**config.mk**
```make
export PLATFORM = sky130hd
export DESIGN_NAME = match_select
export DESIGN_NICKNAME = d
export VERILOG_FILES = /design/src/hdl/lzss_pkg.sv /design/src/hdl/match_select.sv
export SDC_FILE = /design/constraint.sdc
export NUM_CORES = 1
export LEC_CHECK = 0
export ABC_AREA = 1
export BUFFER_PORTS_ARGS = -buffer_cell sky130_fd_sc_hd__buf_2
export CAP_MARGIN = 15
export CORE_AREA = 4 4 420 422
export DETAILED_ROUTE_END_ITERATION = 16
export DIE_AREA = 0 0 424 426
export PLACE_DENSITY = 0.31
export SYNTH_ARGS = -nofsm -noshare
export SYNTH_HDL_FRONTEND = slang
export SYNTH_SLANG_ARGS = --single-unit
```
**constraint.sdc**
```tcl
create_clock -name vclk -period 15.9
set_clock_uncertainty 0.05 [all_clocks]
set_input_delay 2.385 -clock vclk [all_inputs]
set_output_delay 2.385 -clock vclk [all_outputs]
set_load 0.05 [all_outputs]
```
**src/hdl/lzss_pkg.sv**
```systemverilog
package lzss_pkg;

    // Window and match geometry
    localparam int WINDOW_SIZE = 256;
    localparam int MAX_MATCH   = 5;
    localparam int MIN_MATCH   = 2;
    localparam int NUM_LENGTHS = MAX_MATCH - MIN_MATCH + 1;

    // Width of the emitted codeword counter
    localparam int COUNT_WIDTH = 12;

    // One input byte with its end-of-stream marker
    typedef struct packed {
        logic [7:0] data;
        logic       last;
    } byte_beat_t;

    // Length code is the match length minus two
    typedef enum logic [1:0] {
        LEN2 = 2'd0,
        LEN3 = 2'd1,
        LEN4 = 2'd2,
        LEN5 = 2'd3
    } len_code_e;

    // Literal: flag 0, byte, code 0; match: flag 1, offset, code
    typedef struct packed {
        logic       is_match;
        logic [7:0] field;
        len_code_e  len_code;
    } codeword_t;

    // Slot 0 is the next byte to encode
    typedef struct packed {
        logic [MAX_MATCH-1:0][7:0] bytes;
        logic [2:0]                count;
    } lookahead_t;

    // Bit i set when the match ends i bytes back from the newest history byte
    typedef struct packed {
        logic [WINDOW_SIZE-1:0] len5;
        logic [WINDOW_SIZE-1:0] len4;
        logic [WINDOW_SIZE-1:0] len3;
        logic [WINDOW_SIZE-1:0] len2;
    } match_flags_t;

endpackage

```
**src/hdl/match_select.sv**
```systemverilog
`timescale 1ns/1ps

module match_select (
    input  lzss_pkg::match_flags_t  flags,
    input  lzss_pkg::lookahead_t    look,
    output lzss_pkg::codeword_t     cand,
    output logic [2:0]              cand_len
);

    logic [lzss_pkg::NUM_LENGTHS-1:0][lzss_pkg::WINDOW_SIZE-1:0] by_len;
    logic [lzss_pkg::NUM_LENGTHS-1:0]       hit;
    logic [lzss_pkg::NUM_LENGTHS-1:0][7:0]  nearest;

    // Index 0 is length 2
    assign by_len = {flags.len5, flags.len4, flags.len3, flags.len2};

    // Lowest set bit per length is the most recent occurrence
    always_comb begin
        for (int l = 0; l < lzss_pkg::NUM_LENGTHS; l++) begin
            hit[l]     = |by_len[l];
            nearest[l] = '0;
            for (int i = lzss_pkg::WINDOW_SIZE - 1; i >= 0; i--) begin
                if (by_len[l][i]) begin
                    nearest[l] = 8'(i);
                end
            end
        end
    end

    // Literal by default; longer hits override shorter ones
    always_comb begin
        cand     = '{is_match: 1'b0, field: look.bytes[0], len_code: lzss_pkg::LEN2};
        cand_len = 3'd1;
        for (int l = 0; l < lzss_pkg::NUM_LENGTHS; l++) begin
            if (hit[l]) begin
                cand.is_match = 1'b1;
                cand.field    = nearest[l];
                cand.len_code = lzss_pkg::len_code_e'(l);
                cand_len      = 3'(l + lzss_pkg::MIN_MATCH);
            end
        end
    end

endmodule

```
==> results of run 1 <==
-- tightest hold or removal path: cells and delay by family --
family | cells | cell delay [ns]
buffers and inverters | 2 | 0.37
AO/OA/AOI/OAI | 1 | 0.14
-- per-layer routing --
layer	vias up	part of all wire	track usage	routed length, microns
li1	13600	-	-	-
met1	10600	0.37	0.140	48100
met2	670	0.55	0.287	72800
met4	78	0.013	0.0116	1710
met5	-	0.0035	0	466
met3	188	0.066	0.0363	8670
-- worst min-delay path by stage --
stage	slack, ns	start	end
after detailed placement	5.24	flags[513]	cand[3]
after CTS	5.24	flags[513]	cand[3]
after floorplan	5.06	flags[768]	cand[2]
final	5.23	flags[513]	cand[3]
after global routing	5.27	look[3]	cand[2]
after global placement	5.24	flags[513]	cand[3]
-- cell families (layout without fill, tap and decap cells) --
kind of cell / after synthesis / after routing / synth area share
and+or+nand+nor: 2764 / 2764 / 0.669
other: 0 / 47 / 0
AOI/OAI and AO/OA: 144 / 144 / 0.0586
buffers and inverters: 1074 / 2227 / 0.273
-- synthesized netlist by cell type (2+ instances only) --
| master | count | area (sq um) |
|---|---|---|
| nor4_1 | 14 | 87.6 |
| a31oi_1 | 31 | 194 |
| o31ai_1 | 10 | 75.1 |
| nand2_1 | 1887 | 7080 |
| a311oi_1 | 2 | 17.5 |
| nand4_1 | 8 | 50.1 |
| inv_1 | 1033 | 3880 |
| bufinv_8 | 18 | 315 |
| a21oi_1 | 27 | 135 |
| nand3_1 | 34 | 170 |
| o21ai_0 | 17 | 85.1 |
| nor3_1 | 18 | 90.1 |
| o21ai_1 | 13 | 65.1 |
| o311ai_0 | 6 | 52.6 |
| inv_2 | 21 | 78.8 |
| nor2_1 | 802 | 3010 |
| o311ai_1 | 4 | 35.0 |
| o21bai_1 | 17 | 128 |
| o211ai_1 | 6 | 45.0 |
| a21boi_0 | 5 | 37.5 |
-- stage by stage --
step / utilization / power [W] / TNS [ns] / worst slack [ns] / instance area [sq um]
after floorplan: - / 0.000213 / 0 / 0.0813 / 15700
after global placement: 0.143 / 0.000479 / -3.89 / -3.89 / 24700
after detailed placement: 0.143 / 0.000477 / -3.83 / -3.83 / 24700
after CTS: 0.143 / 0.000482 / -3.23 / -3.23 / 24800
after global routing: 0.144 / 0.000540 / -5.44 / -5.44 / 24800
final: 0.144 / 0.000471 / -2.86 / -2.86 / 24900
-- placed cells by master (no fill, tap or decap), types with 17 or more instances in the layout --
| master | n |
|---|---|
| a21oi_1 | 27 |
| a31oi_1 | 31 |
| buf_2 | 1045 |
| buf_4 | 103 |
| bufinv_8 | 18 |
| diode_2 | 47 |
| inv_1 | 1032 |
| inv_2 | 22 |
| nand2_1 | 1870 |
| nand3_1 | 33 |
| nor2_1 | 802 |
| nor3_1 | 18 |
| o21ai_0 | 17 |
| o21bai_1 | 17 |
-- power breakdown --
part / leakage, nW / total (W) / switching, W / internal (W)
Clock: 0.000296 / 0.000000000373 / 0 / 0.000000000373
Combinational: 16.0 / 0.000471 / 0.000262 / 0.000209
Sequential: 0 / 0 / 0 / 0
-- area by class of cell --
| type | count | area (sq um) |
|---|---|---|
| Fill cell | 21200 | 148000 |
| Multi-Input combinational cell | 2908 | 11500 |
| Timing Repair Buffer | 1154 | 6120 |
| Inverter | 1073 | 4280 |
| Tap cell | 2325 | 2910 |
| Antenna cell | 47 | 118 |
-- timing repair --
item / CTS / global route
endpoints found under the hold margin: 0 / 0
gates resized for setup: 24 / 1
setup endpoints to repair: 1 / 1
pin swaps: 12 / 9
==> flow_summary.json, run 1 <==
{
  "core_sq_um": 173000,
  "drv_slew": 0,
  "critPathTopFamily": "simple AND/OR/NAND/NOR gates",
  "portBuffers": 1046,
  "crit_end": "cand[2]",
  "start_kind": "primary input",
  "worstMarginPinSlew_ns": 0.943,
  "dr.pass1.iters": 5,
  "cts_setup_buffers": 0,
  "die-area_sq_um": 181000,
  "max_stage_delay_ns": 0.15,
  "crit_path_max_fanout": 2,
  "status": "complete, but fails checks",
  "finalCriticalPeriod_ns": 18.76,
  "clkbuf_count": 0,
  "fin_nets": 6204,
  "grt_max_degree": 11,
  "min_period_over_period": 1.18,
  "drt_iter0_markers": 1035,
  "start_util": 0.0908,
  "synth.avg_cell_area_sq_um": 3.94,
  "synthToLayoutAreaGrowth_pct": 58.6,
  "slowest_stage": "nand2_1",
  "detail_route.wl_per_cell_microns": 17.5,
  "n_sequential_cell": 0,
  "vias": 25100,
  "syn_inst": 3982,
  "powerDensity_nw_per_um2": 18.9,
  "worstSetupPathType": "in2out",
  "rows": 153,
  "fmax_mhz": 53.3,
  "vias_per_cell": 3.34,
  "crit_top_cell": "nand2_1",
  "peakVddDrop_mv": 0.00766,
  "synth_area_sq_um": 15700,
  "setup.worst_path.end_class": "output port",
  "grt_pass1_wl_microns": 177000,
  "grt_remaining_overflow": 0,
  "grt_use_total": 0.138,
  "finalSetupViolCount": 1,
  "required_ns": 13.47,
  "ios": 1081,
  "cp.depth": 261,
  "setup_ws_ns": -2.86,
  "violations": "negative setup slack",
  "yosys_warnings": 0,
  "fin_cells": 7507,
  "die_w_microns": 424,
  "grt_pass1_vias": 24800,
  "finalHoldViolCount": 0,
  "syn_nets": 5049,
  "ant_nets": 0,
  "worst_hold_slack_ns": 5.23,
  "ctsHoldBuffers": 0,
  "dp.cells": 7460,
  "post-dp-hpwl_microns": 128000,
  "drcViolationCount": 0,
  "hp-class": "in2out",
  "p_leak_nw": 16.0,
  "arrival_ns": 16.32,
  "hold_depth": 3,
  "rsz0062_at_grt": "true",
  "antenna_found_initial": 133,
  "slew_headroom": 0.366,
  "synth.distinct_cells": 29,
  "place_congestion": 0.976,
  "dieHeight_microns": 426,
  "drive_above_1_share": 0.236,
  "routed_wl_microns": 132000,
  "critPathLaunch": "flags[253]",
  "crit_buf_inv": 4,
  "yosysSeqAreaShare": 0,
  "regArea_sq_um": 0,
  "max_cap_violations": 0
}
No activity file was read; power rests on OpenSTA's default activity.
==> inputs of run 2 (changes only) <==
==> config.mk (replaced) <==
export PLATFORM = sky130hd
export DESIGN_NAME = match_select
export DESIGN_NICKNAME = d
export VERILOG_FILES = /design/src/hdl/lzss_pkg.sv /design/src/hdl/match_select.sv
export SDC_FILE = /design/constraint.sdc
export NUM_CORES = 1
export LEC_CHECK = 0
export ABC_AREA = 1
export CAP_MARGIN = 15
export CORE_AREA = 4 4 423 425
export DETAILED_ROUTE_END_ITERATION = 16
export DIE_AREA = 0 0 427 429
export DONT_BUFFER_PORTS = 1
export PLACE_DENSITY = 0.3
export SYNTH_ARGS = -nofsm -noshare
export SYNTH_HDL_FRONTEND = slang
export SYNTH_SLANG_ARGS = --single-unit
==> constraint.sdc (replaced) <==
create_clock -name vclk -period 21.7
set_clock_uncertainty 0.05 [all_clocks]
set_input_delay 3.255 -clock vclk [all_inputs]
set_output_delay 3.255 -clock vclk [all_outputs]
set_load 0.05 [all_outputs]
==> flow_summary.json, run 2 (synthesis results as in run 1) <==
{
  "finalHoldViolCount": 0,
  "slowest_stage": "buf_12",
  "max_stage_delay_ns": 0.15,
  "setup.worst_path.end_class": "output port",
  "ctsHoldBuffers": 0,
  "cts_setup_buffers": 0,
  "start_kind": "primary input",
  "dr.pass1.iters": 6,
  "synthToLayoutAreaGrowth_pct": 20.8,
  "p_leak_nw": 11.4,
  "internal-power_w": 0.0000796,
  "fill_cells": 21300,
  "seqPwrFrac": 0,
  "final_cell_mix": "nand2_1, inv_1, nor2_1, nand3_1, a31oi_1",
  "power_switching_w": 0.000121,
  "arrival_ns": 17.14,
  "clock_power_share": 0,
  "hp-class": "in2out",
  "start_util": 0.0896,
  "setup_ws_ns": 1.26,
  "peakVddDrop_mv": 0.00343,
  "grt_pass1_wl_microns": 151000,
  "drv_slew": 0,
  "fin_area_sq_um": 19000,
  "core_sq_um": 175000,
  "grt_remaining_overflow": 0,
  "max_cap_violations": 0,
  "fmax_mhz": 48.9,
  "status": "finished, final reports clean",
  "portBuffers": 0,
  "min_period_over_period": 0.942,
  "ant_nets": 0,
  "rsz0062_at_grt": "true",
  "ios": 1081,
  "die-area_sq_um": 183000,
  "die_w_microns": 427,
  "drive_above_1_share": 0.0220,
  "finalCriticalPeriod_ns": 20.44,
  "worstMarginPinSlew_ns": 1.17,
  "worstSetupPathType": "in2out",
  "rows": 154,
  "grt_pass1_vias": 19700,
  "crit_path_max_fanout": 3,
  "post-dp-hpwl_microns": 111000,
  "vias_per_cell": 3.25,
  "place_congestion": 0.973,
  "finalSetupViolCount": 0,
  "regArea_sq_um": 0,
  "detail_route.wl_per_cell_microns": 18.0,
  "routed_wl_microns": 115000,
  "powerDensity_nw_per_um2": 10.6,
  "layout.cells.most_common": "nand2_1",
  "vias": 20700,
  "placed_cell_area_sq_um": 18800,
  "crit_top_cell": "nand2_1",
  "slew_headroom": 0.217,
  "swShare": 0.604,
  "fin_nets": 5067,
  "p_total_w": 0.000201,
  "grt_max_degree": 9,
  "post-place-ws_ns": 0.506,
  "dieHeight_microns": 429,
  "clkbuf_count": 0,
  "drcViolationCount": 0,
  "grt_use_total": 0.118,
  "fin_util": 0.108,
  "required_ns": 18.40,
  "n_sequential_cell": 0,
  "antenna_found_initial": 15,
  "drt_iter0_markers": 971,
  "worst_hold_slack_ns": 6.81,
  "p_comb_frac": 1.000
}
[run 2: changes by cell type in the layout (fill, tap and decap cells not counted), sizes merged]
cell / previous run / this run
buf: 1154 / 17
diode: 47 / 23
[run 2: area by class of cell]
cell class,instances,area (sq um),share of cell area
antenna,23,57.6,0.00303
inverter,1073,4280,0.226
tap,2340,2930,0.154
multi-input combinational,2908,11500,0.607
timing repair buffer,17,185,0.00976
[run 2: critical path: cells and delay by family]
family | cells | cell delay (ns)
AND/OR/NAND/NOR | 253 | 12.93
AO/OA/AOI/OAI | 2 | 0.16
buffers and inverters | 7 | 0.75
[run 2: timing repair]
action                                  in CTS  in global routing
endpoints found under the setup margin       0                  1
resized for setup                            0                 26
hold endpoints to repair                     0                  0
[run 2: power by group through the flow]
stage	Sequential (W)	Combinational, W	Clock [W]
CTS	0	0.000205	0
global placement	0	0.000205	0
detailed placement	0	0.000204	0
finish	0	0.000201	0.000000000141
floorplan	0	0.000156	0
global route	0	0.000237	0.000000000113
[run 2: path summary, 6_finish.rpt]
kind,from,to,slack (ns),cells after the start
min,flags[513],cand[3],6.81,1
max,flags[1022],cand[2],1.26,262
[run 2: layer usage]
metal	vias up	part of all wire	global-route usage
met2	566	0.55	0.241
met4	2	0.012	0.0180
met1	8783	0.37	0.122
met3	34	0.067	0.0241
met5	-	0.00011	0
li1	11300	-	-
[run 2: per-stage QoR]
step | setup TNS, ns | std cells
floorplan | 0 | 3982
global placement | 0 | 6338
detailed placement | 0 | 6338
CTS | 0 | 6338
global route | -1.24 | 6356
finish | 0 | 6361
