[src/hdl/lzss_pkg.sv]
package lzss_pkg;

    // Window and match geometry
    localparam int WINDOW_SIZE = 256;
    localparam int MAX_MATCH   = 5;
    localparam int MIN_MATCH   = 2;
    localparam int NUM_LENGTHS = MAX_MATCH - MIN_MATCH + 1;

    // Width of the emitted codeword counter
    localparam int COUNT_WIDTH = 12;

    // One input byte with its end-of-stream marker
    typedef struct packed {
        logic [7:0] data;
        logic       last;
    } byte_beat_t;

    // Length code is the match length minus two
    typedef enum logic [1:0] {
        LEN2 = 2'd0,
        LEN3 = 2'd1,
        LEN4 = 2'd2,
        LEN5 = 2'd3
    } len_code_e;

    // Literal: flag 0, byte, code 0; match: flag 1, offset, code
    typedef struct packed {
        logic       is_match;
        logic [7:0] field;
        len_code_e  len_code;
    } codeword_t;

    // Slot 0 is the next byte to encode
    typedef struct packed {
        logic [MAX_MATCH-1:0][7:0] bytes;
        logic [2:0]                count;
    } lookahead_t;

    // Bit i set when the match ends i bytes back from the newest history byte
    typedef struct packed {
        logic [WINDOW_SIZE-1:0] len5;
        logic [WINDOW_SIZE-1:0] len4;
        logic [WINDOW_SIZE-1:0] len3;
        logic [WINDOW_SIZE-1:0] len2;
    } match_flags_t;

endpackage

[src/hdl/lookahead_buffer.sv]
`timescale 1ns/1ps

module lookahead_buffer (
    input  logic                   clk,
    input  logic                   reset,
    input  logic                   in_valid,
    input  lzss_pkg::byte_beat_t   in_beat,
    output logic                   in_ready,
    input  logic                   shift,
    output lzss_pkg::lookahead_t   look,
    output logic                   stream_done
);

    logic [lzss_pkg::MAX_MATCH-1:0][7:0] slot;
    logic [2:0] count;
    logic [2:0] count_next;
    logic [2:0] wr_pos;
    logic       seen_last;
    logic       accept;

    assign accept     = in_valid && in_ready;
    assign count_next = count + 3'(accept) - 3'(shift);

    // A shift in the same cycle moves the free slot down by one
    assign wr_pos = count - 3'(shift);

    always_ff @(posedge clk or posedge reset) begin
        if (reset) begin
            count     <= '0;
            seen_last <= 1'b0;
            in_ready  <= 1'b0;
        end else begin
            count <= count_next;
            if (accept && in_beat.last) begin
                seen_last <= 1'b1;
            end
            // Ready for the following cycle, from the updated fill state
            in_ready <= (count_next < lzss_pkg::MAX_MATCH) &&
                        !(seen_last || (accept && in_beat.last));
        end
    end

    // Byte queue, slot 0 leaves first
    always_ff @(posedge clk) begin
        if (shift) begin
            for (int i = 0; i < lzss_pkg::MAX_MATCH - 1; i++) begin
                slot[i] <= slot[i+1];
            end
        end
        if (accept) begin
            slot[wr_pos] <= in_beat.data;
        end
    end

    assign look        = '{bytes: slot, count: count};
    assign stream_done = seen_last;

    // The control must never consume a byte that is not there
    shift_needs_data: assert property (
        @(posedge clk) disable iff (reset) shift |-> count != '0
    );

endmodule

[config.mk]
export PLATFORM = sky130hd
export DESIGN_NAME = lookahead_buffer
export DESIGN_NICKNAME = d
export VERILOG_FILES = /design/src/hdl/lzss_pkg.sv /design/src/hdl/lookahead_buffer.sv
export SDC_FILE = /design/constraint.sdc
export NUM_CORES = 1
export LEC_CHECK = 0
export BUFFER_PORTS_ARGS = -buffer_cell sky130_fd_sc_hd__buf_4
export CORE_MARGIN = 2
export CORE_UTILIZATION = 50
export CTS_CLUSTER_SIZE = 40
export DETAILED_ROUTE_END_ITERATION = 8
export PLACE_DENSITY_LB_ADDON = 0.3
export SLEW_MARGIN = 40
export SYNTH_ARGS = -nofsm -noshare
export SYNTH_HDL_FRONTEND = slang
export SYNTH_SLANG_ARGS = --single-unit
[constraint.sdc]
create_clock -name clk -period 2.4 [get_ports clk]
set_input_delay 0 -clock clk [delete_from_list [all_inputs] [get_ports clk]]
set_output_delay 0 -clock clk [all_outputs]
set_load 0.01 [all_outputs]
==> metrics list, run 1 <==
- Fraction of the yosys area taken by sequential cells: 50.0%
* Aggregate global routing overflow: 0
- The most numerous cell type found on the critical path is ha_1.
* Layout cells sized above 1: 62.3%
- Across every metal layer, demand over resource in global routing totals 20.1%.
- Relative to the synthesized area, the layout overhead comes to 35.8%.
- At the later pin of the worst-skew pair, clock insertion delay measures 300 ps.
* Total clock buffers created by CTS: 5
* Root buffer cell: clkbuf_8
* Post-layout minimum cycle time: 2250 ps
- For this run, the slowest stage of the critical path takes 800 ps.
- The core region is 3940 um^2.
- Maximum buffer depth of the clock tree: 2
* Synth top area cells: dfxtp_1 32%, mux2_2 29%, edfxtp_1 12%
- Max Clock Skew: 5.16 ps
* Antenna Nets Post-Route: 0
- The netlist uses 25 different library cells.
* Routability congestion estimate: 0.747
- The worst setup path is launched from a flop.
* Proportion of netlist area held by the largest area contributor: 31.8%
* Initial cell density of the core: 51.0%
* Critical Path Fanout Max: 8
* Transition time at the pin with the least slew margin: 514 ps
- Leakage power: 1.19 nW
- The average instance in the mapped netlist occupies 14.5 um^2.
* Site row count: 23
- Max-cap violations in this run came to 0.
- The floorplan step set the die height to 67.4 um.
- Crit path capture type: flop
* Number of post-CTS setup repair buffers: 0
- Initial antenna violation count: 0
- Vias in the first global route: 1396
- Post-synthesis instance area: 2010 um^2
- Hold slack: 175 ps
- Dividing the detail-routed via count by the number of cells gives 5.15.
- DRC violation total after the first TritonRoute iteration: 22
* Antenna cell count: 0
- The worst setup path is of the flop to flop kind.
- Number of H-tree levels: 2
* Setup TNS Final: 0 ps
* Cell type contributing the most total cell area after synthesis: dfxtp_1
* Final period util: 93.7%
- CP top delay family: simple AND/OR/NAND/NOR gates
* Unrepaired setup endpoints after global routing: no
- The largest individual stage delay along the critical path comes from the cell or4_1.
* Number of logic stages on the critical path including buffering: 5
- Final net count: 232
- The min-delay analysis places its worst path in the category primary input to async pin.
- Port buffering added 57 buffers.
* Highest Clock Rate: 0.445 GHz
- Worst path setup slack after routing: 151 ps
* Vias post-DR: 1366
* Count of boundary I/O pins: 58
* Synth Net Count: 157
* Standard cell area after detailed placement: 2510 um^2
- Number of filler instances in the final layout: 267
- STA puts the critical path data arrival time at 2430 ps.
* Area of the die: 4550 um^2
- For the worst setup path, the data required time is 2590 ps.
- Count of unresolved DRC violations after routing: 0
- TritonCTS built the clock tree.
- The floorplan step set the die width to 67.4 um.
- Once detailed placement completed, the half-perimeter wirelength came to 3050 um.
* First-pass GRT wire length: 6550 um
* Power per standard cell area: 1010 nW/um^2
* Setup-violating endpoint count in the final report: 0
* First drt pass iteration count: 4
* Warning count from the yosys run: 0
- Post-synthesis instance total: 139
- The final layout contains routed wiring with a total length of 4150 um.
* Number of sinks handled by clock tree synthesis: 45
- Setup slack after placement: 159 ps
- Clock-pin slew was measured on the worst setup and hold paths at 80 ps.
- Outcome: finished, final reports clean
- Cell-by-cell trace of the critical path: inv_1, ha_1, ha_1, or4_1, mux2_4
* Number of flip-flops and latches in the synthesized netlist: 45
* Post-route cell area: 2730 um^2
* Number of buffers and inverters on the critical path: 1
- Number of pins exceeding their max-slew limit in the final report: 0
* Depth of the worst register-to-register path: 5
* Remaining max-slew budget at the tightest pin: 65.8%
* Maximum number of pins on one net before global-route repair: 34
- Largest voltage drop on the vdd net: 621 uV
- In the final routed layout, each cell accounts on average for 15.6 um.
* Final Hold Viols: 0
==> state kept, by name (all words and copies together) (netlist names) <==
signal       flops
count            3
in_ready         1
look            40
stream_done      1
==> power by group <==
group          switching (mW)  internal, mW  leakage [nW]
Sequential              0.148         0.982         0.400
Combinational           0.449         0.618         0.741
Clock                   0.244         0.306        0.0518
==> cells in the mapped netlist, drive strengths merged <==
| cell type | number |
|---|---|
| mux2 | 64 |
| nand4 | 1 |
| a31o | 1 |
| or4 | 1 |
| nor4 | 1 |
| xnor2 | 2 |
| a21oi | 1 |
| nor2 | 1 |
| nor4b | 1 |
| nand2 | 1 |
| inv | 7 |
| fa | 1 |
| xor2 | 1 |
| dfrtp | 5 |
| nand2b | 1 |
| ha | 4 |
| clkbuf | 2 |
| dfxtp | 32 |
| edfxtp | 8 |
| nor2b | 1 |
| buf | 3 |
==> cells by family (layout without fill, tap and decap cells) <==
| family | count (synthesis) | in the layout | share of synthesized area, % |
|---|---|---|---|
| mux | 64 | 64 | 37.3 |
| flops | 45 | 45 | 50.0 |
| buf+inv | 12 | 88 | 2.67 |
| simple gates | 8 | 8 | 4.17 |
| fa+ha+maj | 5 | 5 | 3.48 |
| xor+xnor | 3 | 3 | 1.68 |
| compound gates | 2 | 2 | 0.684 |
==> cell usage in the layout, fill, tap and decap left out, types with 2 or more instances in the layout <==
cell type       n
edfxtp_1        8
mux2_4          8
ha_1            4
mux2_2         51
xnor2_1         2
inv_1           7
clkbuf_8        5
mux2_1          5
dlygate4sd3_1  11
dfrtp_1         5
buf_4          62
dfxtp_1        32
==> per-stage QoR <==
stage	util (%)	std cells	power [mW]
floorplan	-	139	1.75
global placement	63.7	246	2.14
detailed placement	63.7	246	2.21
CTS	69.3	265	2.78
global route	69.3	265	2.92
finish	69.3	265	2.75
==> final timing paths <==
path | startpoint | to | slack, ps
setup / recovery | count[0] | look[34] | 150
hold / removal | reset | count[1] | 170
setup reg to reg | count[0] | look[34] | 150
hold reg to reg | stream_done | stream_done | 510
max in group asynchronous | reset | count[2] | 2060
min in group clk | in_beat[7] | look[41] | 460
==> layer usage <==
layer  track usage [%]  vias up  part of all wire (%)
li1                  -      647                     -
met5                 0        -                     0
met3              5.83        6                   5.4
met4              7.65        0                   1.5
met1              23.5      675                    41
met2              34.8       38                    52
==> area by class of cell <==
type                    instances  area (um^2)  share of cell area (%)
multi-input cells              82          952                    34.8
repair buffers                 73          576                    21.1
well taps                      50         62.6                    2.29
clock buffers                   5         68.8                    2.52
flip-flops and latches         45         1010                    36.8
clock inverters                 3         41.3                    1.51
inverters                       7         26.3                   0.962
==> repair_timing <==
action                     4_1_cts  5_1_grt
hold endpoints to repair        46        0
setup endpoints to repair        0        0
hold buffers                    11        0
gates resized for setup          0        0
==> tightest hold or removal path: stages <==
cell and delay, ps:
dlygate4sd3_1 550, buf_4 140, inv_1 150
Note: power is estimated with default switching activity, not from simulation.
==> inputs of run 2 (changes only) <==
clock period = 2.2 ns   (was 2.4 ns; I/O delays follow)
==> run 2 against run 1 <==
  * Routed wire length grew 1.7%
  * Core utilization is 1.7 points higher
  * Sequential power up 9%
  * Final area is 2.4% higher
  * Worst setup slack got worse by 68 ps
  * Fmax rose by 6.2%
  * Die area is the same
  * Global-route usage is 0.72 points higher
  * Total power up 15%
  * Clock skew about the same
  * Clock power is 34% higher
  * Largest cell class unchanged
==> metrics list, run 2 (synthesis gave the netlist of run 1 again) <==
* Outcome: finished, final reports clean
- The floorplan core area was 3940 um^2 (unchanged).
* Synthesis-to-finish area growth: 39.1%
* Power Total: 3.16 mW (+15%)
* Gate power share: 37.6% (-1.2 points)
- The boundary pin count came to 58 (unchanged).
- The worst register-to-register path ends at look[31].
- Number of input and output port buffers inserted: 57 (unchanged)
- The die extent in x came to 67.4 um (unchanged).
- The startpoint identified for the worst register-to-register timing path is count[0].
- Setup TNS Final: 0 ps (unchanged)
* DRC violation total after the first TritonRoute iteration: 31 (+41%)
* Maximum buffer depth of the clock tree: 2 (unchanged)
* Setup slack after placement: 71.2 ps (-87.8 ps)
* Vias in the first global route: 1418 (+1.6%)
- The total number of vias came to 1349 (-1.2%).
- Count of unresolved DRC violations after routing: 0 (unchanged)
- DR vias/cell: 5.00 (-3.1%)
- The utilization after layout is 71.0% (+1.7 points).
* Met2 Usage GRT: 37.1% (+2.4 points)
* Critical path required time: 2390 ps (-200 ps)
* Initial cell density of the core: 51.0% (unchanged)
- The arrival time reported for the critical path endpoint came to 2310 ps (-120 ps).
* Routed wirelength normalized by instance count: 15.6 um (-0.17%)
* Remaining max-slew budget at the tightest pin: 79.4% (+14 points)
- In this run the clock root is driven by a clkbuf_8.
- The final global-route overflow total was 0 (unchanged).
- Site row count: 23 (unchanged)
- The power per cell area was 1130 nW/um^2 (+12%).
- Number of filler instances in the final layout: 267 (unchanged)
- The half-perimeter wire length after placement is 3100 um (+1.5%).
- The final critical-path setup slack is 82.8 ps (-68.4 ps).
- The number of failing setup endpoints in the final timing report was 0 (unchanged).
- The worst clock skew was 4.96 ps (-0.200 ps).
- The cell area reported after detailed placement was 2550 um^2 (+1.5%).
- The count of nets left with antenna violations after detail routing was 0 (unchanged).
* Unrepaired setup endpoints after global routing: no
* Routability congestion estimate: 0.765 (+2.4%)
- The routed wire length is 4220 um (+1.7%).
* Highest Clock Rate: 0.472 GHz (+6.2%)
* TritonCTS clock tree: yes
- Number of pins exceeding their max-slew limit in the final report: 0 (unchanged)
- The tightest hold margin was 140 ps (-34.6 ps).
- Largest voltage drop on the vdd net: 742 uV (+20%)
- The number of antenna violations at the first check in global routing came to 0 (unchanged).
* Number of H-tree levels: 2 (unchanged)
- The met3 demand-to-capacity share in global routing came to 5.83% (unchanged).
- Tot GR Track Use: 20.8% (+0.72 points)
- The switching share of power came to 29.7% (-0.93 points).
- Clock-pin slew on the worst setup and hold paths: 80 ps (about the same)
- The iteration count of the initial detailed-routing pass was 4 (unchanged).
- Kind of start point of the critical path: flop
- The y dimension of the die is 67.4 um (unchanged).
- By startpoint and endpoint, the worst setup path is classified as flop to flop.
- Depth of the worst register-to-register path: 6 (+1)
- Antenna cell count: 0 (unchanged)
- Final period util: 96.2% (+2.5 points)
* Portion of total power attributed to sequential cells: 39.0% (-2.1 points)
- Clock power share: 23.4% (+3.4 points)
* Area of the die: 4550 um^2 (unchanged)
* Total clock buffers created by CTS: 5 (unchanged)
- Classification of the worst-slack hold path: primary input to async pin
* Reg-to-reg setup timing slack: 80 ps (-70 ps)
- Clock latency reported for the late side of the worst-skew pair: 300 ps (about the same)
- Transition time at the pin with the least slew margin: 308 ps (-205 ps)
* Crit path capture type: flop
- The pin count of the biggest net entering global routing is 20 (-41%).
- Fraction of met1 tracks used by global routing: 23.2% (-0.38 points)
* Critical Path Fanout Max: 8 (unchanged)
* Final net count: 237 (+2.2%)
* Final Hold Viols: 0 (unchanged)
- Post-layout minimum cycle time: 2120 ps (-132 ps)
- The non-filler instance count after layout came to 270 (+1.9%).
* Top library cells by usage in the layout, fill and taps aside: 67 x buf_4, 51 x mux2_2, 32 x dfxtp_1
* Switching power: 0.939 mW (+12%)
* Max Cap Violations: 0 (unchanged)
- The clock sink count came to 45 (unchanged).
* Layout cells sized above 1: 63.6% (+1.3 points)
- Most frequent standard cell in the layout excluding fill and tap cells: buf_4
* Post-route cell area: 2800 um^2 (+2.4%)
- The count of buffers added by post-CTS timing repair for setup was 0 (unchanged).
- Number of flip-flops in the largest register: 40 (unchanged)
* Cell-internal power: 2.22 mW (+17%)
- The static leakage power came to 1.23 nW (+3.5%).
- The wire length of the first global-routing pass is 6670 um (+1.9%).
- The total instance count after detailed placement is 251 (+2.0%).
* Most congested layer reported by global routing: met2
==> run 2: power by group through the flow <==
stage / combinational [mW] / sequential [mW] / clock, mW
finish: 1.19 / 1.23 / 0.739
global route: 1.29 / 1.26 / 0.788
CTS: 1.21 / 1.24 / 0.757
detailed placement: 1.19 / 1.25 / 0
global placement: 1.14 / 1.23 / 0
floorplan: 0.579 / 1.33 / 0
==> run 2: critical path, stage by stage, from the launching register on <==
cell and delay [ps]:
dfrtp_1 390, inv_1 60, ha_1 180, ha_1 350, or4_1 530, buf_4 210
mux2_4 300
==> run 2: worst max-delay path by stage <==
stage          startpoint        to  cells past startpoint
3_5_place_dp     count[0]  look[30]                      6
6_report         count[0]  look[31]                      6
3_3_place_gp     count[0]  look[33]                      6
2_1_floorplan    count[0]  look[27]                      7
5_1_grt          count[0]  look[32]                      6
4_1_cts          count[0]  look[31]                      6
==> run 2: layout make-up <==
cell class              instances  area [um^2]  area share, %
clock buffers                   5         68.8           2.46
clock inverters                 3         68.8           2.46
inverters                       7         26.3          0.939
multi-input cells              82          952           34.0
flip-flops and latches         45         1010           36.0
well taps                      50         62.6           2.24
repair buffers                 78          613           21.9
==> run 2: repair_timing <==
| item | in CTS | in global routing |
|---|---|---|
| hold buffers | 11 | 0 |
| resized for setup | 0 | 0 |
| endpoints found under the hold margin | 47 | 0 |
==> run 2: per-layer routing <==
metal	up-vias	part of all wire, %
met5	-	0
met4	0	1.5
met3	8	4.4
met2	36	52
met1	650	42
li1	655	-
