`src/hdl/lzss_pkg.sv`:
```
package lzss_pkg;

    // Window and match geometry
    localparam int WINDOW_SIZE = 256;
    localparam int MAX_MATCH   = 5;
    localparam int MIN_MATCH   = 2;
    localparam int NUM_LENGTHS = MAX_MATCH - MIN_MATCH + 1;

    // Width of the emitted codeword counter
    localparam int COUNT_WIDTH = 12;

    // One input byte with its end-of-stream marker
    typedef struct packed {
        logic [7:0] data;
        logic       last;
    } byte_beat_t;

    // Length code is the match length minus two
    typedef enum logic [1:0] {
        LEN2 = 2'd0,
        LEN3 = 2'd1,
        LEN4 = 2'd2,
        LEN5 = 2'd3
    } len_code_e;

    // Literal: flag 0, byte, code 0; match: flag 1, offset, code
    typedef struct packed {
        logic       is_match;
        logic [7:0] field;
        len_code_e  len_code;
    } codeword_t;

    // Slot 0 is the next byte to encode
    typedef struct packed {
        logic [MAX_MATCH-1:0][7:0] bytes;
        logic [2:0]                count;
    } lookahead_t;

    // Bit i set when the match ends i bytes back from the newest history byte
    typedef struct packed {
        logic [WINDOW_SIZE-1:0] len5;
        logic [WINDOW_SIZE-1:0] len4;
        logic [WINDOW_SIZE-1:0] len3;
        logic [WINDOW_SIZE-1:0] len2;
    } match_flags_t;

endpackage

```
`src/hdl/encode_control.sv`:
```
`timescale 1ns/1ps

module encode_control (
    input  logic                                clk,
    input  logic                                reset,
    input  lzss_pkg::lookahead_t                look,
    input  logic                                stream_done,
    input  lzss_pkg::codeword_t                 cand,
    input  logic [2:0]                          cand_len,
    output logic                                shift,
    output logic                                out_valid,
    input  logic                                out_ready,
    output lzss_pkg::codeword_t                 out_codeword,
    output logic [lzss_pkg::COUNT_WIDTH-1:0]    enc_num,
    output logic                                finish
);

    typedef enum logic [2:0] {
        WAIT_FILL,
        SETTLE,
        EMIT,
        SHIFTING,
        DONE
    } state_e;

    state_e     state;
    logic [2:0] remaining;
    logic       can_decide;
    logic       transfer;

    assign transfer = out_valid && out_ready;

    // Full window, or the tail of the stream once the last beat is in
    assign can_decide = (look.count == 3'(lzss_pkg::MAX_MATCH)) ||
                        (stream_done && look.count != '0);

    assign shift  = (state == SHIFTING);
    assign finish = (state == DONE);

    always_ff @(posedge clk or posedge reset) begin
        if (reset) begin
            state     <= WAIT_FILL;
            remaining <= '0;
        end else begin
            case (state)
                WAIT_FILL: begin
                    // Lookahead is frozen here, so the compare table settles
                    if (can_decide) begin
                        state <= SETTLE;
                    end
                end
                SETTLE: begin
                    remaining <= cand_len;
                    state     <= SHIFTING;
                end
                SHIFTING: begin
                    remaining <= remaining - 1'b1;
                    if (remaining == 3'd1) begin
                        state <= EMIT;
                    end
                end
                EMIT: begin
                    // Hold until the codeword has gone out
                    if (!out_valid || out_ready) begin
                        if (stream_done && look.count == '0) begin
                            state <= DONE;
                        end else begin
                            state <= WAIT_FILL;
                        end
                    end
                end
                DONE: begin
                    state <= DONE;
                end
                default: begin
                    state <= WAIT_FILL;
                end
            endcase
        end
    end

    always_ff @(posedge clk or posedge reset) begin
        if (reset) begin
            out_valid <= 1'b0;
            enc_num   <= '0;
        end else begin
            if (state == SETTLE) begin
                out_valid <= 1'b1;
            end else if (transfer) begin
                out_valid <= 1'b0;
            end
            if (transfer) begin
                enc_num <= enc_num + 1'b1;
            end
        end
    end

    // Captured once per decision, held through back-pressure
    always_ff @(posedge clk) begin
        if (state == SETTLE) begin
            out_codeword <= cand;
        end
    end

    stall_holds_codeword: assert property (
        @(posedge clk) disable iff (reset)
        out_valid && !out_ready |=> out_valid && $stable(out_codeword)
    );

endmodule

```
`config.mk`:
```
export PLATFORM = sky130hd
export DESIGN_NAME = encode_control
export DESIGN_NICKNAME = d
export VERILOG_FILES = /design/src/hdl/lzss_pkg.sv /design/src/hdl/encode_control.sv
export SDC_FILE = /design/constraint.sdc
export NUM_CORES = 1
export LEC_CHECK = 0
export BUFFER_PORTS_ARGS = -buffer_cell sky130_fd_sc_hd__buf_2
export CAP_MARGIN = 20
export CORE_MARGIN = 2
export CORE_UTILIZATION = 41
export CTS_CLUSTER_DIAMETER = 80
export DETAILED_ROUTE_END_ITERATION = 6
export PLACE_DENSITY = 0.87
export SLEW_MARGIN = 20
export SYNTH_ARGS = -nofsm -noshare
export SYNTH_HDL_FRONTEND = slang
export SYNTH_SLANG_ARGS = --single-unit
```
`constraint.sdc`:
```
create_clock -name clk -period 2.3 [get_ports clk]
set_input_delay 0.46 -clock clk [delete_from_list [all_inputs] [get_ports clk]]
set_output_delay 0.46 -clock clk [all_outputs]
set_load 0.05 [all_outputs]
```
==> metrics.md, run 1 <==
| Metric | Value |
|---|---|
| Run status | completed |
| Setup-violating endpoint count in the final report | 0 |
| Part of the power in registers | roughly 42% |
| Portion of netlist area occupied by mux cells | under 10% |
| Overall routing resource usage | between 10 and 15% |
| Synthesized-area fraction occupied by ao, oa, aoi and oai cells | ~6.5% |
| Vias after detailed routing | ~950 |
| Via count of the first global-routing pass | slightly below 900 |
| Layout overhead on the synthesized area | 25.6% |
| WP data arrival | ~1.5 ns |
| TritonCTS clock tree | built |
| Number of buffers added for setup after CTS | 0 |
| Routed wire length | about 2.5 mm |
| Portion of total power attributed to the clock network | 14.5% |
| PwrDens | 1250 mW/mm2 |
| Largest stage delay on the critical path | 0.43 ns |
| Post-synthesis share of cell area spent on xor and xnor gates | approximately 7.4% |
| Least setup slack across all paths after layout | roughly 0.38 ns |
| Max Root-Sink Buffers | 2 |
| Top library cells by usage in the layout, fill and taps aside | 46 x sky130_fd_sc_hd__buf_2, 19 x sky130_fd_sc_hd__dfrtp_1, 11 x sky130_fd_sc_hd__edfxtp_1, 8 x sky130_fd_sc_hd__nand2_1 |
| Busiest layer in global routing | met2 |
| Antenna cells | 0 |
| WS Path Type | flop to output port |
| Simple logic cell fraction of the synthesized area | about 17% |
| Width of the die | slightly above 60 um |
| Number of nets in the layout | between 200 and 250 |
| Post-synth EDFFs | 11 |
| Max-slew headroom | about half |
| Mapped Cells | 101 |
| Quantity of gates resized following cts | 0 |
| Chip height | about 60 um |
| Post-route fraction of the period consumed by the critical path | between 80% and 90% |
| Class of the tightest hold or removal check | input port to asynchronous set/reset pin |
| Drc violations | 0 |
| Transition time at the pin with the least slew margin | between 0.7 and 0.8 ns |
| Sum of negative setup slack | 0 ns |
| Final RePlAce weighted congestion | between 0.7 and 0.8 |
| Sequence of cells on the critical path | nand2b_1 -> nor2_1 -> buf_2 |
| Initial detailed-routing violation count | 17 |
| Setup repair after global routing missed its margin | no |
| Total half-perimeter wirelength after legalization and detailed placement | about 1.9 mm |
| Sort of element at the end of the critical path | output port |
| MaxCap Viol Count | 0 |
| Cell with the largest stage delay on the worst path | sky130_fd_sc_hd__dfrtp_1 |
| Buffers & Inverters on Critical Path | 1 |
| Cell internal power dissipation | ~0.0011 W |
| Combinational family with the most area after synthesis | simple AND/OR/NAND/NOR gates |
| Global-route wire length before repair | approximately 3.8 mm |
| Final Max Tran Viols | 0 |
| Met3 usage | 5.76% |
| Static Leakage | between 0.7 and 0.8 nW |
| Cell Area, Synth | around 0.0013 mm2 |
| Number of sinks on the clock net | 30 |
| Clock-pin slew on the worst setup and hold paths | 0.10 ns |
| Die Outline Area | 0.00365 mm2 |
| Comb pwr share | 43.5% |
| Sw power | slightly below 0.001 W |
| Starting utilization of the core area | 43.1% |
| Register bit total from synthesis | 30 |
| Fmax | slightly above 0.5 GHz |
| CP required | approximately 1.8 ns |
| Startpoint type of the worst setup path | flop |
| Fraction of power spent switching nets | 47.1% |
| TritonCTS Buffers | 5 |
| Ys flop type | sky130_fd_sc_hd__dfrtp_1 |
| Mean post-synth cell area | ~13 um2 |
| Vias/cell | ~4.8 |
| Leading cell type in the layout, fill and taps excluded | sky130_fd_sc_hd__buf_2 |
| Worst Setup Slack post-DPL | around 0.75 ns |
| CTS root buffer | sky130_fd_sc_hd__clkbuf_4 |
| Fin. Hold Viols | 0 |
| Post-CTS Hold Fix Bufs | 0 |
| Top delay family on crit path | flip-flops |
| Number of H-tree levels | 2 |
| Number of I/O pins | 87 |
| TritonRoute pass-1 iters | 4 |
| Synth async-reset ratio | 63.3% |
| Global routing met1 resource utilization | 16.2% |
| Fraction of the yosys area taken by sequential cells | roughly 60% |
| Total overflow reported by the global router | 0 |
| Area inside the core boundary | a little over 0.003 mm2 |
| Net Count, Synth | approximately 170 |
| Global Route met2 Usage | 24.4% |
| Count of buffers inserted at the top-level ports | 46 |
| Number of nets still failing antenna checks after routing | 0 |
| Number of warnings reported in the yosys synthesis log | 0 |
| Critical-path maximum fanout | 9 |
| Worst-Skew Late Latency | 0.34 ns |
| Hold Slack | approximately 0.22 ns |
| Layout Skew | between 0.01 and 0.015 ns |
| Clock period minus final worst setup slack | between 1.5 and 2 ns |
| Initial antenna violation count | 0 |
| Fraction of final layout cells with drive strength greater than 1 | between 30% and 40% |
| Largest net degree at the start of global routing | 20 |
| Wire length per cell | between 10 and 15 um |
| Worst VDD drop | about 0.00057 V |
| Rows | 20 |
| Adder-Cell Fraction of Synth Area | around 2.9% |
| Library cells used by synthesis | 33 |
==> layout make-up <==
| class | instances | area [um2] |
|---|---|---|
| inverters | 7 | 26.3 |
| fillers | 276 | 1390 |
| flip-flops and latches | 30 | 806 |
| repair buffers | 47 | 238 |
| clock buffers | 6 | 41.3 |
| well taps | 44 | 55.1 |
| clock inverters | 2 | 8.76 |
| multi-input cells | 62 | 464 |
==> routing by layer <==
layer,part of all wire (%),up-vias,routed length [um]
met5,0,-,0
met3,8.2,7,201
met4,2.2,0,55
met1,42,445,1030
li1,-,457,-
met2,48,36,1180
==> cells by family after synthesis <==
kind of cell             Yosys count
AO/OA/AOI/OAI                     13
flip-flops                        30
XOR/XNOR                          11
AND/OR/NAND/NOR                   33
multiplexers                       2
buffers and inverters              9
adder cells (fa/ha/maj)            3
==> stage by stage <==
stage	instance area, um2	util, %	std cells	total power (W)
after global placement	1590	52.5	190	0.00172
after global routing	1640	54.1	198	0.00216
final	1640	54.1	198	0.00204
after floorplan	1310	-	101	0.00154
after CTS	1640	54.1	198	0.00206
after detailed placement	1590	52.5	190	0.00176
==> worst paths after layout <==
check                             from               to  slack (ns)  cells after the start
min in group clk               cand[0]  out_codeword[0]        0.29                      1
min                              reset      enc_num[11]        0.22                      2
max in group asynchronous        reset        out_valid        1.61                      2
max                           state[2]            shift        0.38                      3
max reg2reg                 enc_num[0]       enc_num[8]        0.90                      4
min reg2reg                enc_num[11]      enc_num[11]        0.48                      1
==> state kept, by name, summed over array words and instances (netlist names) <==
signal,count
enc_num,12
state,3
remaining,3
out_codeword,11
out_valid,1
==> cell usage after synthesis, types with 2 or more instances <==
master                      n  area [um2]
sky130_fd_sc_hd__nand2_1    8        30.0
sky130_fd_sc_hd__nand4_1    2        12.5
sky130_fd_sc_hd__nor2b_1    2        12.5
sky130_fd_sc_hd__nor3_1     2        10.0
sky130_fd_sc_hd__inv_1      7        26.3
sky130_fd_sc_hd__a21oi_1    3        15.0
sky130_fd_sc_hd__edfxtp_1  11         330
sky130_fd_sc_hd__o21ai_0    4        20.0
sky130_fd_sc_hd__xor2_1     5        43.8
sky130_fd_sc_hd__nor4_2     2        25.0
sky130_fd_sc_hd__dfrtp_1   19         475
sky130_fd_sc_hd__ha_1       3        37.5
sky130_fd_sc_hd__nor2_1     7        26.3
sky130_fd_sc_hd__xnor2_1    6        52.6
sky130_fd_sc_hd__nor3b_1    2        15.0
==> power groups by stage <==
| stage | clock network (W) | logic [W] | registers, W |
|---|---|---|---|
| finish | 0.000296 | 0.000888 | 0.000859 |
| floorplan | 0 | 0.000356 | 0.00119 |
| detailed placement | 0 | 0.000890 | 0.000872 |
| CTS | 0.000303 | 0.000893 | 0.000862 |
| global route | 0.000322 | 0.000956 | 0.000885 |
| global placement | 0 | 0.000865 | 0.000859 |
Power figures use the tool's default switching activity.
==> inputs of run 2 (changes only) <==
--- a/config.mk
+++ b/config.mk
@@ -5,10 +5,11 @@
 export SDC_FILE = /design/constraint.sdc
 export NUM_CORES = 1
 export LEC_CHECK = 0
+export ABC_AREA = 1
 export BUFFER_PORTS_ARGS = -buffer_cell sky130_fd_sc_hd__buf_2
 export CAP_MARGIN = 20
 export CORE_MARGIN = 2
-export CORE_UTILIZATION = 41
+export CORE_UTILIZATION = 42
 export CTS_CLUSTER_DIAMETER = 80
 export DETAILED_ROUTE_END_ITERATION = 6
 export PLACE_DENSITY = 0.87
==> constraint.sdc (replaced) <==
create_clock -name clk -period 1.9 [get_ports clk]
set_input_delay 0.38 -clock clk [delete_from_list [all_inputs] [get_ports clk]]
set_output_delay 0.38 -clock clk [all_outputs]
set_load 0.05 [all_outputs]
==> run 2 against run 1 <==
Critical path depth grew 1. Via count grew 14%. Synthesized area grew 5.4%. Sequential share of layout area shrank 3.1 points. Clock power grew 68%. Die area grew 2.7%. Worst setup slack lost 0.16 ns. Critical path type unchanged. Highest routed layer unchanged.
==> metrics.md, run 2 <==
| Metric | Value |
|---|---|
| Run status | completed |
| WS Path Type | flop to output port |
| Synth async-reset ratio | 63.3% (unchanged) |
| Dpl cells | 232 (+22%) |
| PwrDens | 1590 mW/mm2 (+28%) |
| Number of nets still failing antenna checks after routing | 0 (unchanged) |
| Mapped Cells | 141 (+40%) |
| Worst VDD drop | 0.000600 V (+4.8%) |
| Total half-perimeter wirelength after legalization and detailed placement | 1.93 mm (+4.1%) |
| Number of sinks on the clock net | 30 (unchanged) |
| Register bank with the most flops | enc_num |
| Drc violations | 0 (unchanged) |
| Logic depth of the worst register-to-register path | 4 (unchanged) |
| Final non-filler cell total | 240 (+21%) |
| Cell Area, Synth | 0.00138 mm2 (+5.4%) |
| Fraction of final layout cells with drive strength greater than 1 | 35.7% (-3.2 points) |
| Net Count, Synth | 205 (+24%) |
| Sum of negative setup slack | 0 ns (unchanged) |
| Die Outline Area | 0.00375 mm2 (+2.7%) |
| Number of nets in the layout | 259 (+19%) |
| Setup-violating endpoint count in the final report | 0 (unchanged) |
| Post-synth EDFFs | 11 (unchanged) |
| Transition time at the pin with the least slew margin | 0.266 ns (-0.456 ns) |
| Fmax | just under 0.6 GHz |
| Fraction of the yosys area taken by sequential cells | 58.6% (-3.1 points) |
| Area inside the core boundary | 0.00308 mm2 (+1.7%) |
| Via count of the first global-routing pass | 1050 (+19%) |
| Routed wire length | 2.57 mm (+4.2%) |
| Final RePlAce weighted congestion | 0.842 (+16%) |
| Global-route wire length before repair | 4.37 mm (+15%) |
| Leading cell type in the layout, fill and taps excluded | sky130_fd_sc_hd__buf_2 |
| Width of the die | 61.2 um (+1.3%) |
| Post-route fraction of the period consumed by the critical path | 88.7% |
| Library cells used by synthesis | 23 (-30%) |
| Layout overhead on the synthesized area | 27.3% |
| Largest regs | enc_num x12, out_codeword x11 |
| Sequence of cells on the critical path | inv_2 -> nand3_2 -> inv_1 -> buf_2 |
| Wire length per cell | 10.7 um (-14%) |
| Initial antenna violation count | 0 (unchanged) |
| Final design utilization | 56.9% (+2.7 points) |
| Startpoint type of the worst setup path | flop |
| CP required | 1.52 ns (-0.32 ns) |
| Clock period minus final worst setup slack | between 1.5 and 2 ns |
| TritonCTS Buffers | 5 (unchanged) |
| Layout Skew | 0.00867 ns (-0.00378 ns) |
| Number of I/O pins | 87 (unchanged) |
| Critical-path maximum fanout | 4 (-5) |
| Top cells by area, synth | sky130_fd_sc_hd__dfrtp_1 35%, sky130_fd_sc_hd__edfxtp_1 24%, sky130_fd_sc_hd__nand2_1 8.5%, sky130_fd_sc_hd__inv_1 6.8%, sky130_fd_sc_hd__nor2_1 3.5% |
| Vias after detailed routing | 1075 (+14%) |
| Largest net degree at the start of global routing | 20 (unchanged) |
| MaxCap Viol Count | 0 (unchanged) |
| Count of buffers inserted at the top-level ports | 46 (unchanged) |
| Initial detailed-routing violation count | 26 (+9) |
| Comb pwr share | 44.4% (+0.9 points) |
| Cell internal power dissipation | 0.00149 W (+38%) |
| Setup repair after global routing missed its margin | no |
| Mean post-synth cell area | 9.75 um2 (-25%) |
| Fraction of power spent switching nets | 46.6% (-0.48 points) |
| Library cell with the highest instance count after synthesis | sky130_fd_sc_hd__nand2_1 |
| Placed instance area | 0.00167 mm2 (+5.3%) |
| Starting utilization of the core area | 44.7% (+1.6 points) |
| Largest stage delay on the critical path | 0.42 ns (about the same) |
| Cell with the largest stage delay on the worst path | sky130_fd_sc_hd__dfrtp_1 |
| End point of the critical path | shift |
| Top-area cell type share of the netlist area | 34.6% (-1.9 points) |
| Number of H-tree levels | 2 (unchanged) |
| Vias/cell | 4.48 (-6.2%) |
| Register bit total from synthesis | 30 (unchanged) |
| Part of the power in registers | 37.8% (-4.3 points) |
| Worst-case register-to-register setup slack | 0.52 ns (-0.38 ns) |
| TritonCTS clock tree | built |
| Critical Path Start | state[2] |
| Portion of total power attributed to the clock network | 17.8% (+3.3 points) |
| Quantity of gates resized following cts | 0 (unchanged) |
| Clock-pin slew on the worst setup and hold paths | 0.10 ns (about the same) |
| Post-CTS Hold Fix Bufs | 0 (unchanged) |
| TritonRoute pass-1 iters | 4 (unchanged) |
| Overall routing resource usage | 16.6% (+2.1 points) |
| Antenna cells | 0 (unchanged) |
| Number of buffers added for setup after CTS | 0 (unchanged) |
| Cell area after layout | 0.00175 mm2 (+6.8%) |
| Total overflow reported by the global router | 0 (unchanged) |
| Number of flip-flops under the largest register name | 12 (unchanged) |
| Max-slew headroom | 82.3% (+30 points) |
| Chip height | 61.2 um (+1.3%) |
| WP data arrival | 1.30 ns (-0.16 ns) |
| Ys flop type | sky130_fd_sc_hd__dfrtp_1 |
| Origin of the critical flop-to-flop path | state[0] |
| Class of the tightest hold or removal check | input port to asynchronous set/reset pin |
| Static Leakage | 0.922 nW (+20%) |
| Destination of the worst register-to-register timing path | out_codeword[0] |
| Top library cells by usage in the layout, fill and taps aside | 46 x sky130_fd_sc_hd__buf_2, 31 x sky130_fd_sc_hd__nand2_1, 25 x sky130_fd_sc_hd__inv_1, 19 x sky130_fd_sc_hd__dfrtp_1, 13 x sky130_fd_sc_hd__nor2_1 |
| Number of warnings reported in the yosys synthesis log | 0 (unchanged) |
| Cell accounting for the most synthesized area | sky130_fd_sc_hd__dfrtp_1 |
| Final Max Tran Viols | 0 (unchanged) |
| Top cells by instance count after synthesis | 31 x sky130_fd_sc_hd__nand2_1, 25 x sky130_fd_sc_hd__inv_1, 19 x sky130_fd_sc_hd__dfrtp_1 |
| Max Root-Sink Buffers | 2 (unchanged) |
| Sw power | 0.00130 W (+35%) |
| CTS root buffer | sky130_fd_sc_hd__clkbuf_4 |
| Rows | 20 (unchanged) |
| Sort of element at the end of the critical path | output port |
| Worst-Skew Late Latency | 0.34 ns (about the same) |
| Fin. Hold Viols | 0 (unchanged) |
==> run 2: how the worst min path moves through the flow <==
stage	startpoint	end	slack, ns
final	reset	enc_num[11]	0.05
after global routing	reset	state[0]	0.07
after CTS	reset	enc_num[11]	0.05
after detailed placement	reset	enc_num[10]	0.42
after global placement	reset	enc_num[11]	0.41
after floorplan	reset	enc_num[0]	0.33
==> run 2: layout make-up <==
class	instances	area [um2]
multi-input combinational	84	473
inverter	27	101
clock inverter	3	40.0
fill	266	1330
tap	44	55.1
clock buffer	5	37.5
sequential	30	806
timing repair buffer	47	238
==> run 2: worst max-delay path, delay by kind of cell, from the launching register on <==
family | cells | cell delay [ns]
buf+inv | 3 | 0.46
simple gates | 1 | 0.10
flops | 1 | 0.42
==> run 2: metrics by stage <==
stage          hold WS (ns)  setup WS [ns]  power [W]
2_1_floorplan         0.331          0.351    0.00203
3_3_place_gp          0.411          0.579    0.00227
3_5_place_dp          0.420          0.544    0.00231
4_1_cts              0.0506          0.207    0.00281
5_1_grt              0.0696          0.137    0.00297
6_report             0.0513          0.215    0.00279
==> run 2: power groups by stage <==
stage	registers, W	clock network (W)	logic, W
6_report	0.00105	0.000496	0.00124
5_1_grt	0.00108	0.000529	0.00136
4_1_cts	0.00105	0.000510	0.00125
3_5_place_dp	0.00106	0	0.00125
3_3_place_gp	0.00105	0	0.00121
2_1_floorplan	0.00153	0	0.000504
==> run 2: layer usage <==
metal / track usage, % / part of all wire [%] / vias to the layer above / routed length, um
met5: 0 / 0 / - / 0
met4: 12.4 / 3.8 / 0 / 98
met3: 3.78 / 4.6 / 9 / 118
met2: 27.1 / 49 / 30 / 1250
met1: 18.9 / 43 / 480 / 1100
li1: - / - / 556 / -
==> run 2: kinds of logic (layout without fill, tap and decap cells) <==
logic type                 after synthesis  in the layout  synth area share [%]
xor gates and xnor gates                 6              6                  3.82
adders and majority gates                3              3                  2.73
DFF                                     30             30                  58.6
and+or+nand+nor                         67             67                  23.3
AOI/OAI and AO/OA                        7              7                  3.37
buffers and inverters                   27             82                  7.37
muxes                                    1              1                 0.819
==> inputs of run 3 (changes only) <==
--- a/config.mk
+++ b/config.mk
@@ -6,13 +6,12 @@
 export NUM_CORES = 1
 export LEC_CHECK = 0
 export ABC_AREA = 1
-export BUFFER_PORTS_ARGS = -buffer_cell sky130_fd_sc_hd__buf_2
 export CAP_MARGIN = 20
-export CORE_MARGIN = 2
-export CORE_UTILIZATION = 42
+export CORE_UTILIZATION = 60
 export CTS_CLUSTER_DIAMETER = 80
 export DETAILED_ROUTE_END_ITERATION = 6
-export PLACE_DENSITY = 0.87
+export DONT_BUFFER_PORTS = 1
+export PLACE_DENSITY = 0.84
 export SLEW_MARGIN = 20
 export SYNTH_ARGS = -nofsm -noshare
 export SYNTH_HDL_FRONTEND = slang
==> run 3 against run 2 <==
Cell count fell by 22%. Combinational power fell by 20%. Routed wire length rose by 6.1%. Sequential share of layout area rose by 5.2 points. Die area fell by 34%. Core utilization rose by 19 points. Non-clock buffer count fell by 36. Cell area fell by 10%. Clock power barely moved.
==> metrics.md, run 3 (synthesis results as in run 2) <==
| Metric | Value |
|---|---|
| Top delay family on crit path | buffers and inverters |
| Uppermost layer routed | met4 |
| Register bank with the most flops | enc_num |
| Met1 Routed Length | 1.12 mm (+2.3%) |
| Overall power consumption | 0.00279 W (about the same) |
| Critical Path Start | state[2] |
| Setup repair after global routing missed its margin | no |
| Rows | 16 (-20%) |
| Max Root-Sink Buffers | 2 (unchanged) |
| Total half-perimeter wirelength after legalization and detailed placement | 2.08 mm (+7.9%) |
| Vias after detailed routing | 985 (-8.4%) |
| Drc violations | 0 (unchanged) |
| Final Max Tran Viols | 0 (unchanged) |
| Area inside the core boundary | 0.00206 mm2 (-33%) |
| Least setup slack across all paths after layout | 0.181 ns (-0.0346 ns) |
| Layout overhead on the synthesized area | 14.5% |
| Startpoint type of the worst setup path | flop |
| Number of nets in the layout | 223 (-14%) |
| WP data arrival | 1.34 ns (+0.04 ns) |
| TritonCTS Buffers | 5 (unchanged) |
| Routed wire length on met2 | 1.31 mm (+4.5%) |
| Max-slew headroom | 53.3% (-29 points) |
| Leading cell type in the layout, fill and taps excluded | sky130_fd_sc_hd__nand2_1 |
| Post-route fraction of the period consumed by the critical path | 90.5% (+1.8 points) |
| Setup-violating endpoint count in the final report | 0 (unchanged) |
| Run status | completed |
| Width of the die | 49.9 um (-19%) |
| Routed length on met3 | 222 um (+88%) |
| WS Path Type | flop to output port |
| Wire length per cell | 14.6 um (+36%) |
| Largest stage delay on the critical path | 0.42 ns (about the same) |
| Post-CTS Hold Fix Bufs | 0 (unchanged) |
| Die Outline Area | 0.00249 mm2 (-34%) |
| TritonCTS clock tree | built |
| Fmax | 0.582 GHz (-2.0%) |
| CTS root buffer | sky130_fd_sc_hd__clkbuf_4 |
| Clock period minus final worst setup slack | 1.72 ns (+0.0346 ns) |
| Number of buffers added for setup after CTS | 0 (unchanged) |
| Starting utilization of the core area | 66.7% (+22 points) |
| Sort of element at the end of the critical path | output port |
| CP required | 1.52 ns (about the same) |
| Class of the tightest hold or removal check | input port to asynchronous set/reset pin |
| Static Leakage | 0.788 nW (-15%) |
| Quantity of gates resized following cts | 0 (unchanged) |
| Cell area after layout | 0.00157 mm2 (-10%) |
| Number of H-tree levels | 2 (unchanged) |
| Sum of negative setup slack | 0 ns (unchanged) |
| Largest regs | enc_num x12, out_codeword x11 |
| Global-route wire length before repair | 4.45 mm (+1.7%) |
| Vias/cell | 5.27 (+18%) |
| Cell with the largest stage delay on the worst path | sky130_fd_sc_hd__dfrtp_1 |
| Worst Setup Slack post-DPL | 0.538 ns (-0.00625 ns) |
| Origin of the critical flop-to-flop path | enc_num[0] |
| Initial antenna violation count | 0 (unchanged) |
| Total overflow reported by the global router | 0 (unchanged) |
| Critical-path maximum fanout | 4 (unchanged) |
| Buffers & Inverters on Critical Path | 2 (-1) |
| Fraction of final layout cells with drive strength greater than 1 | 21.3% (-14 points) |
| Count of buffers inserted at the top-level ports | 0 (-100%) |
| Placed instance area | 0.00150 mm2 (-11%) |
| Final RePlAce weighted congestion | 0.746 (-11%) |
| Chip height | 49.9 um (-19%) |
| Layout Skew | 0.0108 ns (+0.00213 ns) |
| Transition time at the pin with the least slew margin | 0.699 ns (+0.434 ns) |
| Routed wire length | 2.72 mm (+6.1%) |
| Sequence of cells on the critical path | inv_2 -> nand3_2 -> inv_1 |
| Largest net degree at the start of global routing | 20 (unchanged) |
| TritonRoute pass-1 iters | 4 (unchanged) |
| PwrDens | 1770 mW/mm2 (+11%) |
| Number of nets still failing antenna checks after routing | 0 (unchanged) |
| Number of flip-flops under the largest register name | 12 (unchanged) |
| MaxCap Viol Count | 0 (unchanged) |
| Overall routing resource usage | 26.0% (+9.5 points) |
| Worst-Skew Late Latency | 0.34 ns (about the same) |
| Fin. Hold Viols | 0 (unchanged) |
| Number of I/O pins | 87 (unchanged) |
| Initial detailed-routing violation count | 32 (+23%) |
| Top library cells by usage in the layout, fill and taps aside | 31 x sky130_fd_sc_hd__nand2_1, 25 x sky130_fd_sc_hd__inv_1, 19 x sky130_fd_sc_hd__dfrtp_1, 13 x sky130_fd_sc_hd__nor2_1 |
| Antenna cells | 0 (unchanged) |
| Worst VDD drop | 0.00121 V (+100%) |
| Number of sinks on the clock net | 30 (unchanged) |
| Via count of the first global-routing pass | 950 (-9.5%) |
| Clock-pin slew on the worst setup and hold paths | 0.10 ns (about the same) |
==> run 3: cell types whose count changed in the layout (fill, tap and decap cells not counted) <==
cell	before	now
sky130_fd_sc_hd__buf_2	46	0
sky130_fd_sc_hd__buf_4	1	11
==> run 3: final timing paths <==
check | end | slack [ns] | cells past startpoint
hold / removal | enc_num[0] | 0.03 | 1
max in group asynchronous | enc_num[7] | 1.42 | 1
min in group clk | out_codeword[2] | 0.13 | 0
setup / recovery | shift | 0.18 | 3
hold reg to reg | enc_num[0] | 0.56 | 1
setup reg to reg | enc_num[8] | 0.49 | 6
==> run 3: report_power, final <==
group          total, W  internal (W)  switching (W)
logic          0.000991      0.000296       0.000696
clock network  0.000498      0.000272       0.000225
registers       0.00130      0.000904       0.000393
total           0.00279       0.00147        0.00131
==> run 3: per-layer routing <==
layer / up-vias / global-route usage [%]
met5: - / 0
met4: 0 / 15.7
met3: 7 / 8.95
met2: 50 / 40.8
met1: 449 / 30.8
li1: 479 / -
==> run 3: cell type report <==
class,instances,area (um2)
Clock inverter,3,40.0
Timing Repair Buffer,11,82.6
Tap cell,27,33.8
Multi-Input combinational cell,84,473
Sequential cell,30,806
Clock buffer,5,37.5
Fill cell,126,488
Inverter,27,101
==> run 3: per-stage QoR <==
step,utilization [%],instances,hold slack [ns]
finish,76.3,187,0.0265
global route,76.3,187,0.0777
CTS,76.3,187,0.0450
detailed placement,72.6,179,0.416
global placement,72.6,179,0.422
floorplan,-,141,0.331
